===== src/macPkg.sv =====
package macPkg;

  localparam int accWidth = 40;    // Guard + high word + low word
  localparam int opWidth  = 16;
  localparam int ppRows   = 9;     // Eight Booth rows plus the unsigned-Y row
  localparam int rndBit   = 15;    // Weight of the rounding constant in MR

  typedef logic [opWidth-1:0] opWordT;
  typedef logic [accWidth-2*opWidth-1:0] guardT;
  typedef logic [accWidth-1:0] accT;

  // One Booth row, operand plus two bits of sign room for the 2X case
  typedef logic [opWidth+1:0] ppRowT;

  // One bit per digit position, bit 2i for -X and bit 2i+1 for -2X
  typedef logic [2*(ppRows-1):0] negCarryT;

  typedef logic [ppRows-2:0] rowSubT;

  typedef enum logic [1:0] {
    opMpy,                         // MR = X*Y
    opMac,                         // MR = MR + X*Y
    opMsu                          // MR = MR - X*Y
  } macOpT;

  typedef struct packed {
    opWordT x;
    opWordT y;
    logic   unsignX;
    logic   unsignY;
    logic   fracMode;              // Product doubled
    logic   rnd;
    macOpT  op;
  } macInstrT;

  typedef struct packed {
    logic   mzero;                 // Plain multiply, MR feedback forced to zero
    rowSubT rowSub;                // Swaps the Booth selects row by row
    logic   macOp;                 // MR feedback enabled
    logic   fracMode;
    logic   rnd;
    logic   unsignX;
    logic   unsignY;
  } macCtrlT;

  typedef struct packed {
    ppRowT [ppRows-1:0]        rows;    // Row i carries weight 4**i
    negCarryT                  cin;
    logic [accWidth-rndBit:0]  mrHigh;  // MR feedback bits 39..14
    opWordT                    mrLow;   // MR feedback bits 15..0
  } ppBundleT;

endpackage


===== src/boothPartialProducts.sv =====
`timescale 1ns/1ps

module boothPartialProducts
  import macPkg::*;
(
  input  macCtrlT  ctrl,
  input  opWordT   xE,
  input  opWordT   yE,
  input  accT      mrIn,
  output ppBundleT pp
);

  logic   xSign;
  ppRowT  x1p;
  ppRowT  x2p;
  ppRowT  x1m;
  ppRowT  x2m;
  logic [opWidth:0] yExt;
  rowSubT sel1p;
  rowSubT sel2p;
  rowSubT sel1m;
  rowSubT sel2m;
  logic   corrP;
  logic   corrM;
  ppRowT [ppRows-1:0] rows;
  negCarryT cin;
  guardT  mrGuard;
  opWordT mrHi;
  opWordT mrLo;
  logic   rndHalf;
  logic   rndFull;
  logic [accWidth-rndBit:0] mrHigh;
  opWordT mrLow;

  // X multiples, negatives are one's complement and finished by cin
  assign xSign = ~ctrl.unsignX & xE[opWidth-1];
  assign x1p   = {xSign, xSign, xE};
  assign x2p   = {x1p[opWidth:0], 1'b0};
  assign x1m   = ~x1p;
  assign x2m   = {x1m[opWidth:0], 1'b0};   // -2X-2, carry adds 2 back

  assign yExt = {yE, 1'b0};                // Implicit y[-1] = 0

  // Booth encode of each overlapping triplet
  always_comb begin
    logic [2:0] trip;
    logic p1;
    logic p2;
    logic m1;
    logic m2;
    for (int i = 0; i < ppRows - 1; i++) begin
      trip = yExt[2*i+2 -: 3];
      p1   = ~trip[2] & (trip[1] ^ trip[0]);
      p2   = ~trip[2] & trip[1] & trip[0];
      m1   = trip[2] & (trip[1] ^ trip[0]);
      m2   = trip[2] & ~(trip[1] | trip[0]);
      sel1p[i] = ctrl.rowSub[i] ? m1 : p1;   // Subtract swaps the sign of the digit
      sel2p[i] = ctrl.rowSub[i] ? m2 : p2;
      sel1m[i] = ctrl.rowSub[i] ? p1 : m1;
      sel2m[i] = ctrl.rowSub[i] ? p2 : m2;
    end
  end

  // Unsigned Y with the top bit set needs one more X at 2**16
  assign corrP = ctrl.unsignY & yE[opWidth-1] & ~ctrl.rowSub[ppRows-2];
  assign corrM = ctrl.unsignY & yE[opWidth-1] & ctrl.rowSub[ppRows-2];

  always_comb begin
    for (int i = 0; i < ppRows - 1; i++) begin
      rows[i] = ({(opWidth + 2){sel1p[i]}} & x1p) |
                ({(opWidth + 2){sel2p[i]}} & x2p) |
                ({(opWidth + 2){sel1m[i]}} & x1m) |
                ({(opWidth + 2){sel2m[i]}} & x2m);  // No select gives zero
      cin[2*i]   = sel1m[i];
      cin[2*i+1] = sel2m[i];
    end
    rows[ppRows-1]     = ({(opWidth + 2){corrP}} & x1p) | ({(opWidth + 2){corrM}} & x1m);
    cin[2*(ppRows-1)]  = corrM;
  end

  // MR feedback only for the accumulating kinds
  assign {mrGuard, mrHi, mrLo} = mrIn & {accWidth{ctrl.macOp}};

  // Rounding constant, one bit lower in fractional mode before the doubling
  assign rndHalf = ctrl.fracMode & ctrl.rnd;
  assign rndFull = ~ctrl.fracMode & ctrl.rnd;

  assign mrLow = ctrl.mzero    ? '0 :
                 ctrl.fracMode ? {1'b0, mrLo[opWidth-1:1]} : mrLo;

  assign mrHigh = ctrl.mzero    ? {(accWidth - rndBit - 1)'(0), rndFull, rndHalf} :
                  ctrl.fracMode ? {mrGuard[$bits(guardT)-1], mrGuard, mrHi, ctrl.rnd} :
                                  {mrGuard, mrHi, ctrl.rnd, 1'b0};

  assign pp = {rows, cin, mrHigh, mrLow};

endmodule


===== src/csaReduction.sv =====
`timescale 1ns/1ps

module csaReduction
  import macPkg::*;
(
  input  ppBundleT pp,
  output accT      sumVec,
  output accT      carryVec
);

  typedef struct packed {
    accT s;
    accT c;
  } csaOutT;

  localparam int numOpd = ppRows + 3;     // Rows, cin word, two feedback words

  accT    opd [numOpd];
  csaOutT l1 [4];
  csaOutT l2 [2];
  csaOutT l3 [2];
  csaOutT l4;
  csaOutT l5;

  // Full-adder slice across the whole word
  function automatic csaOutT compress(input accT a, input accT b, input accT c);
    csaOutT r;
    r.s = a ^ b ^ c;
    r.c = ((a & b) | (a & c) | (b & c)) << 1;
    return r;
  endfunction

  // Sign-extend every row to full width and place it at its weight
  always_comb begin
    for (int i = 0; i < ppRows; i++) begin
      opd[i] = {{(accWidth - opWidth - 2){pp.rows[i][opWidth+1]}}, pp.rows[i]} << (2 * i);
    end
    opd[ppRows]     = {(accWidth - $bits(negCarryT))'(0), pp.cin};
    opd[ppRows + 1] = {pp.mrHigh, (rndBit - 1)'(0)};       // Starts at bit 14
    opd[ppRows + 2] = {(accWidth - opWidth)'(0), pp.mrLow};
  end

  // Twelve operands down to two in five levels
  always_comb begin
    for (int k = 0; k < 4; k++) begin
      l1[k] = compress(opd[3*k], opd[3*k+1], opd[3*k+2]);
    end
    l2[0] = compress(l1[0].s, l1[0].c, l1[1].s);
    l2[1] = compress(l1[1].c, l1[2].s, l1[2].c);
    l3[0] = compress(l2[0].s, l2[0].c, l2[1].s);
    l3[1] = compress(l2[1].c, l1[3].s, l1[3].c);  // Level-one leftovers join here
    l4    = compress(l3[0].s, l3[0].c, l3[1].s);
    l5    = compress(l4.s, l4.c, l3[1].c);
  end

  assign sumVec   = l5.s;
  assign carryVec = l5.c;

endmodule


===== src/macAccumulator.sv =====
`timescale 1ns/1ps

module macAccumulator
  import macPkg::*;
(
  input  logic    clk,
  input  logic    rstN,
  input  logic    valE,
  input  macCtrlT ctrl,
  input  accT     sumVec,
  input  accT     carryVec,
  output accT     mr,
  output logic    resultValid
);

  accT rawSum;
  accT nextMr;

  // Carry-propagate add, wraps at 40 bits
  assign rawSum = sumVec + carryVec;

  always_comb begin
    nextMr = rawSum;
    if (ctrl.fracMode) begin
      // Feedback entered halved, so MR bit 0 comes back here
      nextMr = {rawSum[accWidth-2:0], ctrl.macOp & mr[0]};
    end
    if (ctrl.rnd) begin
      nextMr[rndBit:0] = '0;               // Low word cleared after the 2**15 add
    end
  end

  always_ff @(posedge clk or negedge rstN) begin
    if (!rstN) begin
      mr          <= '0;
      resultValid <= 1'b0;
    end else begin
      resultValid <= valE;                 // One pulse per instruction
      if (valE) begin
        mr <= nextMr;
      end
    end
  end

endmodule


===== src/macDecode.sv =====
`timescale 1ns/1ps

module macDecode
  import macPkg::*;
(
  input  logic     clk,
  input  logic     rstN,
  input  logic     issue,
  input  macInstrT instr,
  output macCtrlT  ctrl,
  output opWordT   xE,
  output opWordT   yE,
  output logic     valE
);

  macCtrlT ctrlNext;

  // Operation kind turned into datapath controls
  always_comb begin
    ctrlNext          = '0;
    ctrlNext.mzero    = (instr.op == opMpy);
    ctrlNext.macOp    = (instr.op == opMac) || (instr.op == opMsu);
    ctrlNext.rowSub   = {$bits(rowSubT){instr.op == opMsu}};  // All rows negated for MSU
    ctrlNext.fracMode = instr.fracMode;
    ctrlNext.rnd      = instr.rnd;
    ctrlNext.unsignX  = instr.unsignX;
    ctrlNext.unsignY  = instr.unsignY;
  end

  always_ff @(posedge clk or negedge rstN) begin
    if (!rstN) begin
      valE <= 1'b0;
      ctrl <= '0;
    end else begin
      valE <= issue;                 // Idle cycles leave the stage empty
      if (issue) begin
        ctrl <= ctrlNext;
      end
    end
  end

  // Operands only move on an issue
  always_ff @(posedge clk) begin
    if (issue) begin
      xE <= instr.x;
      yE <= instr.y;
    end
  end

endmodule


===== src/macTop.sv =====
`timescale 1ns/1ps

module macTop
  import macPkg::*;
(
  input  logic     clk,
  input  logic     rstN,
  input  logic     issue,
  input  macInstrT instr,
  output accT      mr,
  output logic     resultValid
);

  macCtrlT  ctrl;
  opWordT   xE;
  opWordT   yE;
  logic     valE;
  ppBundleT pp;
  accT      sumVec;
  accT      carryVec;

  macDecode uDecode (
    .clk   (clk),
    .rstN  (rstN),
    .issue (issue),
    .instr (instr),
    .ctrl  (ctrl),
    .xE    (xE),
    .yE    (yE),
    .valE  (valE)
  );

  // Current MR fed straight back so back-to-back MACs chain
  boothPartialProducts uBooth (.ctrl(ctrl), .xE(xE), .yE(yE), .mrIn(mr), .pp(pp));

  csaReduction uCsa (.pp(pp), .sumVec(sumVec), .carryVec(carryVec));

  macAccumulator uAcc (
    .clk         (clk),
    .rstN        (rstN),
    .valE        (valE),
    .ctrl        (ctrl),
    .sumVec      (sumVec),
    .carryVec    (carryVec),
    .mr          (mr),
    .resultValid (resultValid)
  );

endmodule

===== config.mk =====
export PLATFORM = sky130hd
export DESIGN_NAME = macTop
export DESIGN_NICKNAME = d
export VERILOG_FILES = /design/src/macPkg.sv /design/src/boothPartialProducts.sv /design/src/csaReduction.sv /design/src/macAccumulator.sv /design/src/macDecode.sv /design/src/macTop.sv
export SDC_FILE = /design/constraint.sdc
export NUM_CORES = 1
export LEC_CHECK = 0
export BUFFER_PORTS_ARGS = -buffer_cell sky130_fd_sc_hd__buf_2
export CAP_MARGIN = 20
export CELL_PAD_IN_SITES_DETAIL_PLACEMENT = 0
export CELL_PAD_IN_SITES_GLOBAL_PLACEMENT = 1
export CORE_ASPECT_RATIO = 2
export CORE_UTILIZATION = 25
export DETAILED_ROUTE_END_ITERATION = 10
export PLACE_DENSITY = 0.47
export RECOVER_POWER = 50
export SYNTH_ARGS = -nofsm -noshare
export SYNTH_HDL_FRONTEND = slang
export SYNTH_SLANG_ARGS = --single-unit

===== constraint.sdc =====
create_clock -name clk -period 8.6 [get_ports clk]
set_input_delay 2.58 -clock clk [delete_from_list [all_inputs] [get_ports clk]]
set_output_delay 2.58 -clock clk [all_outputs]
set_load 0.05 [all_outputs]

**After elaboration in Yosys (flattened, before gate mapping)**

Cells that the tools add are included.
W data, S select, Z words.

- Word-level logic and storage cells: 264
- Output and inout port bits: 41
- Register bits after elaboration: 81
- Input bits: 41

- Muxes and demuxes: 38
- Equal/unequal tests: 2
- Bitwise gates (word level): 209
- $add $sub $neg: 1
- Reduce and logical (&&, ||, !) cells: 2

Operators with widths:

| operator | count |
|---|---|
| $and A39 B39 Y39 | 27 |
| $or A39 B39 Y39 | 20 |
| $xor A40 B40 Y40 | 18 |
| $and A18 B18 Y18 | 34 |
| $or A18 B18 Y18 | 25 |
| $mux W16 | 3 |
| $and A1 B1 Y1 | 45 |
| $add A40 B40 Y40 | 1 |
| $and A40 B40 Y40 | 1 |
| $mux W40 | 1 |
| $xor A17 B40 Y40 | 1 |
| $xor A40 B16 Y40 | 1 |
| $and A17 B39 Y39 | 1 |
| $and A39 B16 Y39 | 1 |
| $mux W1 | 32 |
| $mux W26 | 1 |
| $mux W25 | 1 |
| $not A1 Y1 | 19 |
| $not A18 Y18 | 1 |
| $and A17 B16 Y17 | 1 |
| $or A1 B1 Y1 | 7 |
| $xor A1 B1 Y1 | 7 |
| $eq A2 B1 Y1 const B | 1 |
| $eq A2 B2 Y1 const B | 1 |
| 2 further kinds | 2 |

**Logic depth before layout (Yosys ltp)**

- Depth after elaboration: 26
- Gate-level depth with buffers: 27
- Gate-level depth less buffers: 26

**By module**

Synthesis repeated with hierarchy kept, for this count alone.

- Cells, all modules: 1817
- Area, all modules: 16612.2 um^2

Modules (own cells, without submodules):

| module | cells an instance | instances | area an instance (um^2) | sequential area each (um^2) |
|---|---|---|---|---|
| csaReduction | 501 | 1 | 5800.6 | 0.0 |
| boothPartialProducts | 773 | 1 | 5360.1 | 0.0 |
| macAccumulator | 484 | 1 | 4088.9 | 1026.0 |
| macDecode | 59 | 1 | 1362.6 | 1161.1 |

**Worst setup path after synthesis**

No wires, ideal clock.

- Path kind: register -> register
- Start point: register uDecode.xE[15]
- End point: register uAcc.mr[36]
- Period minus slack after synthesis: 6.909 ns
- Arrival time: 6.783 ns
- Library setup time: 0.126 ns
- Data required time: 8.474 ns
- Path buffers: 5
- Stages on the path, launching flop included: 26
- Path slack: 1.691 ns
- Cells stage by stage: edfxtp_1 > clkbuf_1 > nor2b_1 > clkbuf_1 > clkbuf_1 > clkbuf_1 > nor2_1 > a221o_1 > fa_1 > inv_1 > fa_1 > inv_1 > fa_1 > inv_1 > fa_1 > fa_1 > inv_1 > ha_1 > clkbuf_1 > nand2_1 > nor4_1 > a31oi_1 > o21ai_1 > a31oi_1 > xnor2_1 > a221o_1

- Word-level cells in the longest chain between the ends: 22
- Elaborated cells on any way between the ends: 125
- Classes of those cells: add/sub (1); mux (1); bitwise (123)

Ends and longest elaborated chain:

| element | RTL line | RTL |
|---|---|---|
| from (decl) | macDecode.sv:11 | `output opWordT xE,` |
| from (signal assigned) | macDecode.sv:45 | `xE <= instr.x;` |
| $and A1 B1 Y1 | boothPartialProducts.sv:36 | `assign xSign = ~ctrl.unsignX & xE[opWidth-1];` |
| $and A18 B18 Y18 (tied with other cells) | boothPartialProducts.sv:70 | `rows[i] = ({(opWidth + 2){sel1p[i]}} & x1p) \|` |
| $or A18 B18 Y18 or $and A18 B18 Y18 (tied branches) | boothPartialProducts.sv:70, boothPartialProducts.sv:72 |  |
| $or A18 B18 Y18 | boothPartialProducts.sv:71 | `({(opWidth + 2){sel2p[i]}} & x2p) \|` |
| $or A18 B18 Y18 | boothPartialProducts.sv:72 | `({(opWidth + 2){sel1m[i]}} & x1m) \|` |
| $and A39 B39 Y39 | csaReduction.sv:29 | `r.c = ((a & b) \| (a & c) \| (b & c)) << 1;` |
| $or A39 B39 Y39 (2 in a row) | csaReduction.sv:29 |  |
| $and A39 B39 Y39 | csaReduction.sv:29 |  |
| $or A39 B39 Y39 (2 in a row) | csaReduction.sv:29 |  |
| $and A39 B39 Y39 | csaReduction.sv:29 |  |
| $or A39 B39 Y39 (2 in a row) | csaReduction.sv:29 |  |
| $and A39 B39 Y39 | csaReduction.sv:29 |  |
| $or A39 B39 Y39 (2 in a row) | csaReduction.sv:29 |  |
| $and A39 B39 Y39 | csaReduction.sv:29 |  |
| $or A39 B39 Y39 (2 in a row) | csaReduction.sv:29 |  |
| $add A40 B40 Y40 * | macAccumulator.sv:20 | `assign rawSum = sumVec + carryVec;` |
| $mux W40 * | macAccumulator.sv:24 | `if (ctrl.fracMode) begin` |
| to (signal assigned) | macAccumulator.sv:40 | `mr <= nextMr;` |
| to (decl) | macAccumulator.sv:12 | `output accT mr,` |

Mark *: on every way between the ends. The rest lies on a longest branch, timed or not.
A chain may end at the register's enable or synchronous reset.

**Final worst setup path**

- Start point: register, netlist name uDecode.ctrl[5]
- End point: register uAcc.mr[37]

- Word-level cells in the longest chain between the ends: 22
- Elaborated cells on any way between the ends: 165
- Classes of those cells: add/sub (1); mux (33); bitwise (131)

Ends and longest elaborated chain:

| element | RTL line |
|---|---|
| $mux W1 (on tied branches) | boothPartialProducts.sv:57, boothPartialProducts.sv:58 |
| $and A18 B18 Y18 (on tied branches) | boothPartialProducts.sv:70, boothPartialProducts.sv:71 |
| $or A18 B18 Y18 | boothPartialProducts.sv:70 |
| $or A18 B18 Y18 | boothPartialProducts.sv:71 |
| $or A18 B18 Y18 | boothPartialProducts.sv:72 |
| $and A39 B39 Y39 | csaReduction.sv:29 |
| $or A39 B39 Y39 (2 in a row) | csaReduction.sv:29 |
| $and A39 B39 Y39 | csaReduction.sv:29 |
| $or A39 B39 Y39 (2 in a row) | csaReduction.sv:29 |
| $and A39 B39 Y39 | csaReduction.sv:29 |
| $or A39 B39 Y39 (2 in a row) | csaReduction.sv:29 |
| $and A39 B39 Y39 | csaReduction.sv:29 |
| $or A39 B39 Y39 (2 in a row) | csaReduction.sv:29 |
| $and A39 B39 Y39 | csaReduction.sv:29 |
| $or A39 B39 Y39 (2 in a row) | csaReduction.sv:29 |
| $add A40 B40 Y40 * | macAccumulator.sv:20 |
| $mux W40 * | macAccumulator.sv:24 |

Marks and branches as above.

==> run_results.csv <==
group,metric,value,unit
grt,grt_pass1_wl,90.50,mm
grt,grt_max_degree,59,
yosys,syn-num-nets,2139,
drt,wl_per_cell,22.90,µm
yosys,synth_edf_count,32,
sta,finClkSkew,24.73,ps
grt,first_global_vias,13940,
sta,slew_violations,152,
clock_network,cts_setup_buffers,0,
drt,antenna_left,0,
critical_path,startpoint_type,"flip-flop",
sta,worstMarginPinSlew,3386,ps
yosys,yosysSeqAreaShare,14.03,%
sta,fin_tns_setup,0,ps
clock_network,path_clk_slew,80,ps
yosys,synth_common_cells,"inv_1 (330), fa_1 (198), xor2_1 (168)",
drt,vias_per_cell,4.871,
yosys,synth-seq-cells,81,
die,die_area,0.06343,mm²
sta,rsz0062_at_grt,"no",
drt,drt_iter0_markers,590,
final_layout,nets,2161,
drt,first_pass_iters,5,
yosys,synth_area_leader_cell,"fa_1",
die,fp.dieW,178.6,µm
yosys,async_reset_ff_share,60.49,%
clock_network,holdBufCountCts,0,
drt,num_vias,12640,
final_layout,fillers,6663,
drt,wirelength,59.42,mm
die,rows,129,
yosys,synth_most_common_cell,"inv_1",
yosys,avgSynthCellArea,8.749,µm²
worst_hold_path,holdCritStartpoint,"uAcc.mr[0]",
clock_network,h-tree-depth,3,
critical_path,criticalPathCategory,"reg -> reg",
outcome,status,"finished with violations",
final_layout,antennaDiodeCount,0,
sta,setup_violations,0,
final_layout,drive_gt1_share,10.45,%
clock_network,cts-buffers-inserted,9,
final_layout,area_growth,11.36,%
sta,finalHoldViolCount,0,
critical_path,end_kind,"flip-flop",
yosys,syn-cell-area,0.01559,mm²
yosys,yosysTopAreaCellShare,25.42,%
grt,antenna_found_initial,2,
sta,max-slew-margin-rel,-125.7,%
drt,drc,0,
clock_network,cts_resized,0,
yosys,yosysWarnings,0,
sta,min_period,7850,ps
yosys,netlist_top_cells_area,"fa_1 (25%), ha_1 (9.5%), xor2_1 (9.4%), inv_1 (7.9%), dfrtp_1 (7.9%)",
clock_network,cts_buffer_depth,2,
die,io_pins,82,
critical_path,critPathArrivalTime,8050,ps
clock_network,cts_tree,"done",
sta,period_share,91.28,%
flow_run,drv_cap,3,
worst_hold_path,hp-class,"reg -> reg",
critical_path,crit_fanout,39,
placement,port_buffers,81,
yosys,synth_cells,1782,
clock_network,clk_latency,430,ps
clock_network,cts_root_buffer,"clkbuf_16",
placement,hpwl,49.20,mm
placement,place_congestion,0.9134,
outcome,violations,"max-capacitance violations, max-slew violations",
critical_path,regToRegStartpoint,"uDecode.ctrl[5]",
final_layout,post-route-util,28.09,%
critical_path,worstSetupStartpoint,"uDecode.ctrl[5]",
critical_path,worstPathRequired,8800,ps
die,coreArea,0.06182,mm²
die,start_util,25.22,%
clock_network,clock_sink_count,81,
grt,overflow,0,
yosys,ys.flop_type,"dfrtp_1",
die,die_h,355.2,µm
grt,grt_usage,19.82,%
yosys,synth_cell_types,57,
sta,fmax,127.4,MHz
[per-layer routing]
layer	global-route usage (%)	routed length, µm	vias up
li1	-	-	5907
met5	0	0	-
met4	10.83	3180	0
met2	36.85	32350	304
met1	21.40	22330	6322
met3	2.179	1548	107
[worst max-delay path, cell delays in order (launching register included)]
cell and delay, ps:
dfrtp_2 1070, o21ai_1 560, buf_4 320, a221oi_1 610
fa_1 570, fa_1 600, fa_1 440, fa_1 500
inv_1 50, fa_1 440, ha_1 360, a21oi_1 180
o21ai_0 170, nor3_1 210, o211ai_1 260, a31oi_1 350
o21ai_1 200, a211oi_1 320, xor2_1 240, o221ai_1 150
[final cells by class]
class / count / area [µm²] / area share, %
well taps: 786 / 983.4 / 5.664
clock buffers: 13 / 285.3 / 1.643
repair buffers: 139 / 888.4 / 5.116
flip-flops and latches: 81 / 2190 / 12.61
multi-input cells: 1243 / 11760 / 67.71
inverters: 330 / 1239 / 7.134
clock inverters: 3 / 21.27 / 0.1225
[stage by stage]
| step | instances | instance area (µm²) | setup slack (ps) | hold WS (ps) |
|---|---|---|---|---|
| 2_1_floorplan | 1782 | 15590 | 1691 | 383.5 |
| 3_3_place_gp | 2576 | 16990 | 887.0 | 556.3 |
| 3_5_place_dp | 2577 | 17010 | 816.2 | 560.8 |
| 4_1_cts | 2593 | 17320 | 777.2 | 578.7 |
| 5_1_grt | 2595 | 17360 | 308.7 | 614.3 |
| 6_report | 2595 | 17360 | 749.8 | 568.5 |
[sequential cells by signal, summed over array words and instances, names as in the netlist]
signal,cells
uAcc.mr,40
uDecode.xE,16
uDecode.yE,16
uDecode.ctrl,7
uAcc.resultValid,1
uDecode.valE,1
[kinds of logic (layout without fill, tap and decap cells)]
group                    Yosys count  after routing  synth area share (%)
flip-flops                        81             81                 14.03
XOR/XNOR                         199            199                 11.18
AND/OR/NAND/NOR                  325            325                 9.285
multiplexers                      34             34                 2.311
AO/OA/AOI/OAI                    369            369                 17.22
adder cells (fa/ha/maj)          316            316                 34.89
buffers and inverters            458            485                 11.08
[placed cells by master, fill, tap and decap left out, types with 4 or more instances in the layout]
cell type	synthesis	routed
o21ai_1	9	7
dfrtp_1	49	47
fa_1	198	198
nand2b_1	11	11
o21ai_0	51	51
inv_1	330	330
clkbuf_1	84	4
clkbuf_16	0	10
buf_2	7	80
xor2_1	168	160
o22ai_1	15	15
nor2_1	154	154
o211ai_1	6	6
edfxtp_1	32	32
a21o_1	17	17
a221oi_1	84	84
a31oi_1	8	8
nand2_1	77	77
nor3_1	9	9
ha_1	118	118
o221ai_1	4	4
xor2_2	0	8
and2_1	15	15
o21bai_1	7	7
and3_1	4	4
mux2_2	16	16
nand3_1	18	18
a221o_1	29	29
xnor2_1	31	31
nor3b_1	9	7
a211oi_1	5	5
nor2b_1	15	14
mux2i_1	18	18
buf_4	0	52
a21oi_1	69	69
a22o_1	40	40
a22oi_1	6	6
nand4_1	4	4
[worst paths after layout]
path,end,slack [ps],cells after the start
max,uAcc.mr[37],750,19
min,uAcc.mr[0],570,1
max reg2reg,uAcc.mr[37],750,19
min reg2reg,uAcc.mr[0],570,1
max in group asynchronous,uDecode.ctrl[5],3040,2
min in group asynchronous,uDecode.valE,3400,2
Power is not shown: default switching activity piles up to over one toggle a cycle in this logic, so the estimate is an artifact.
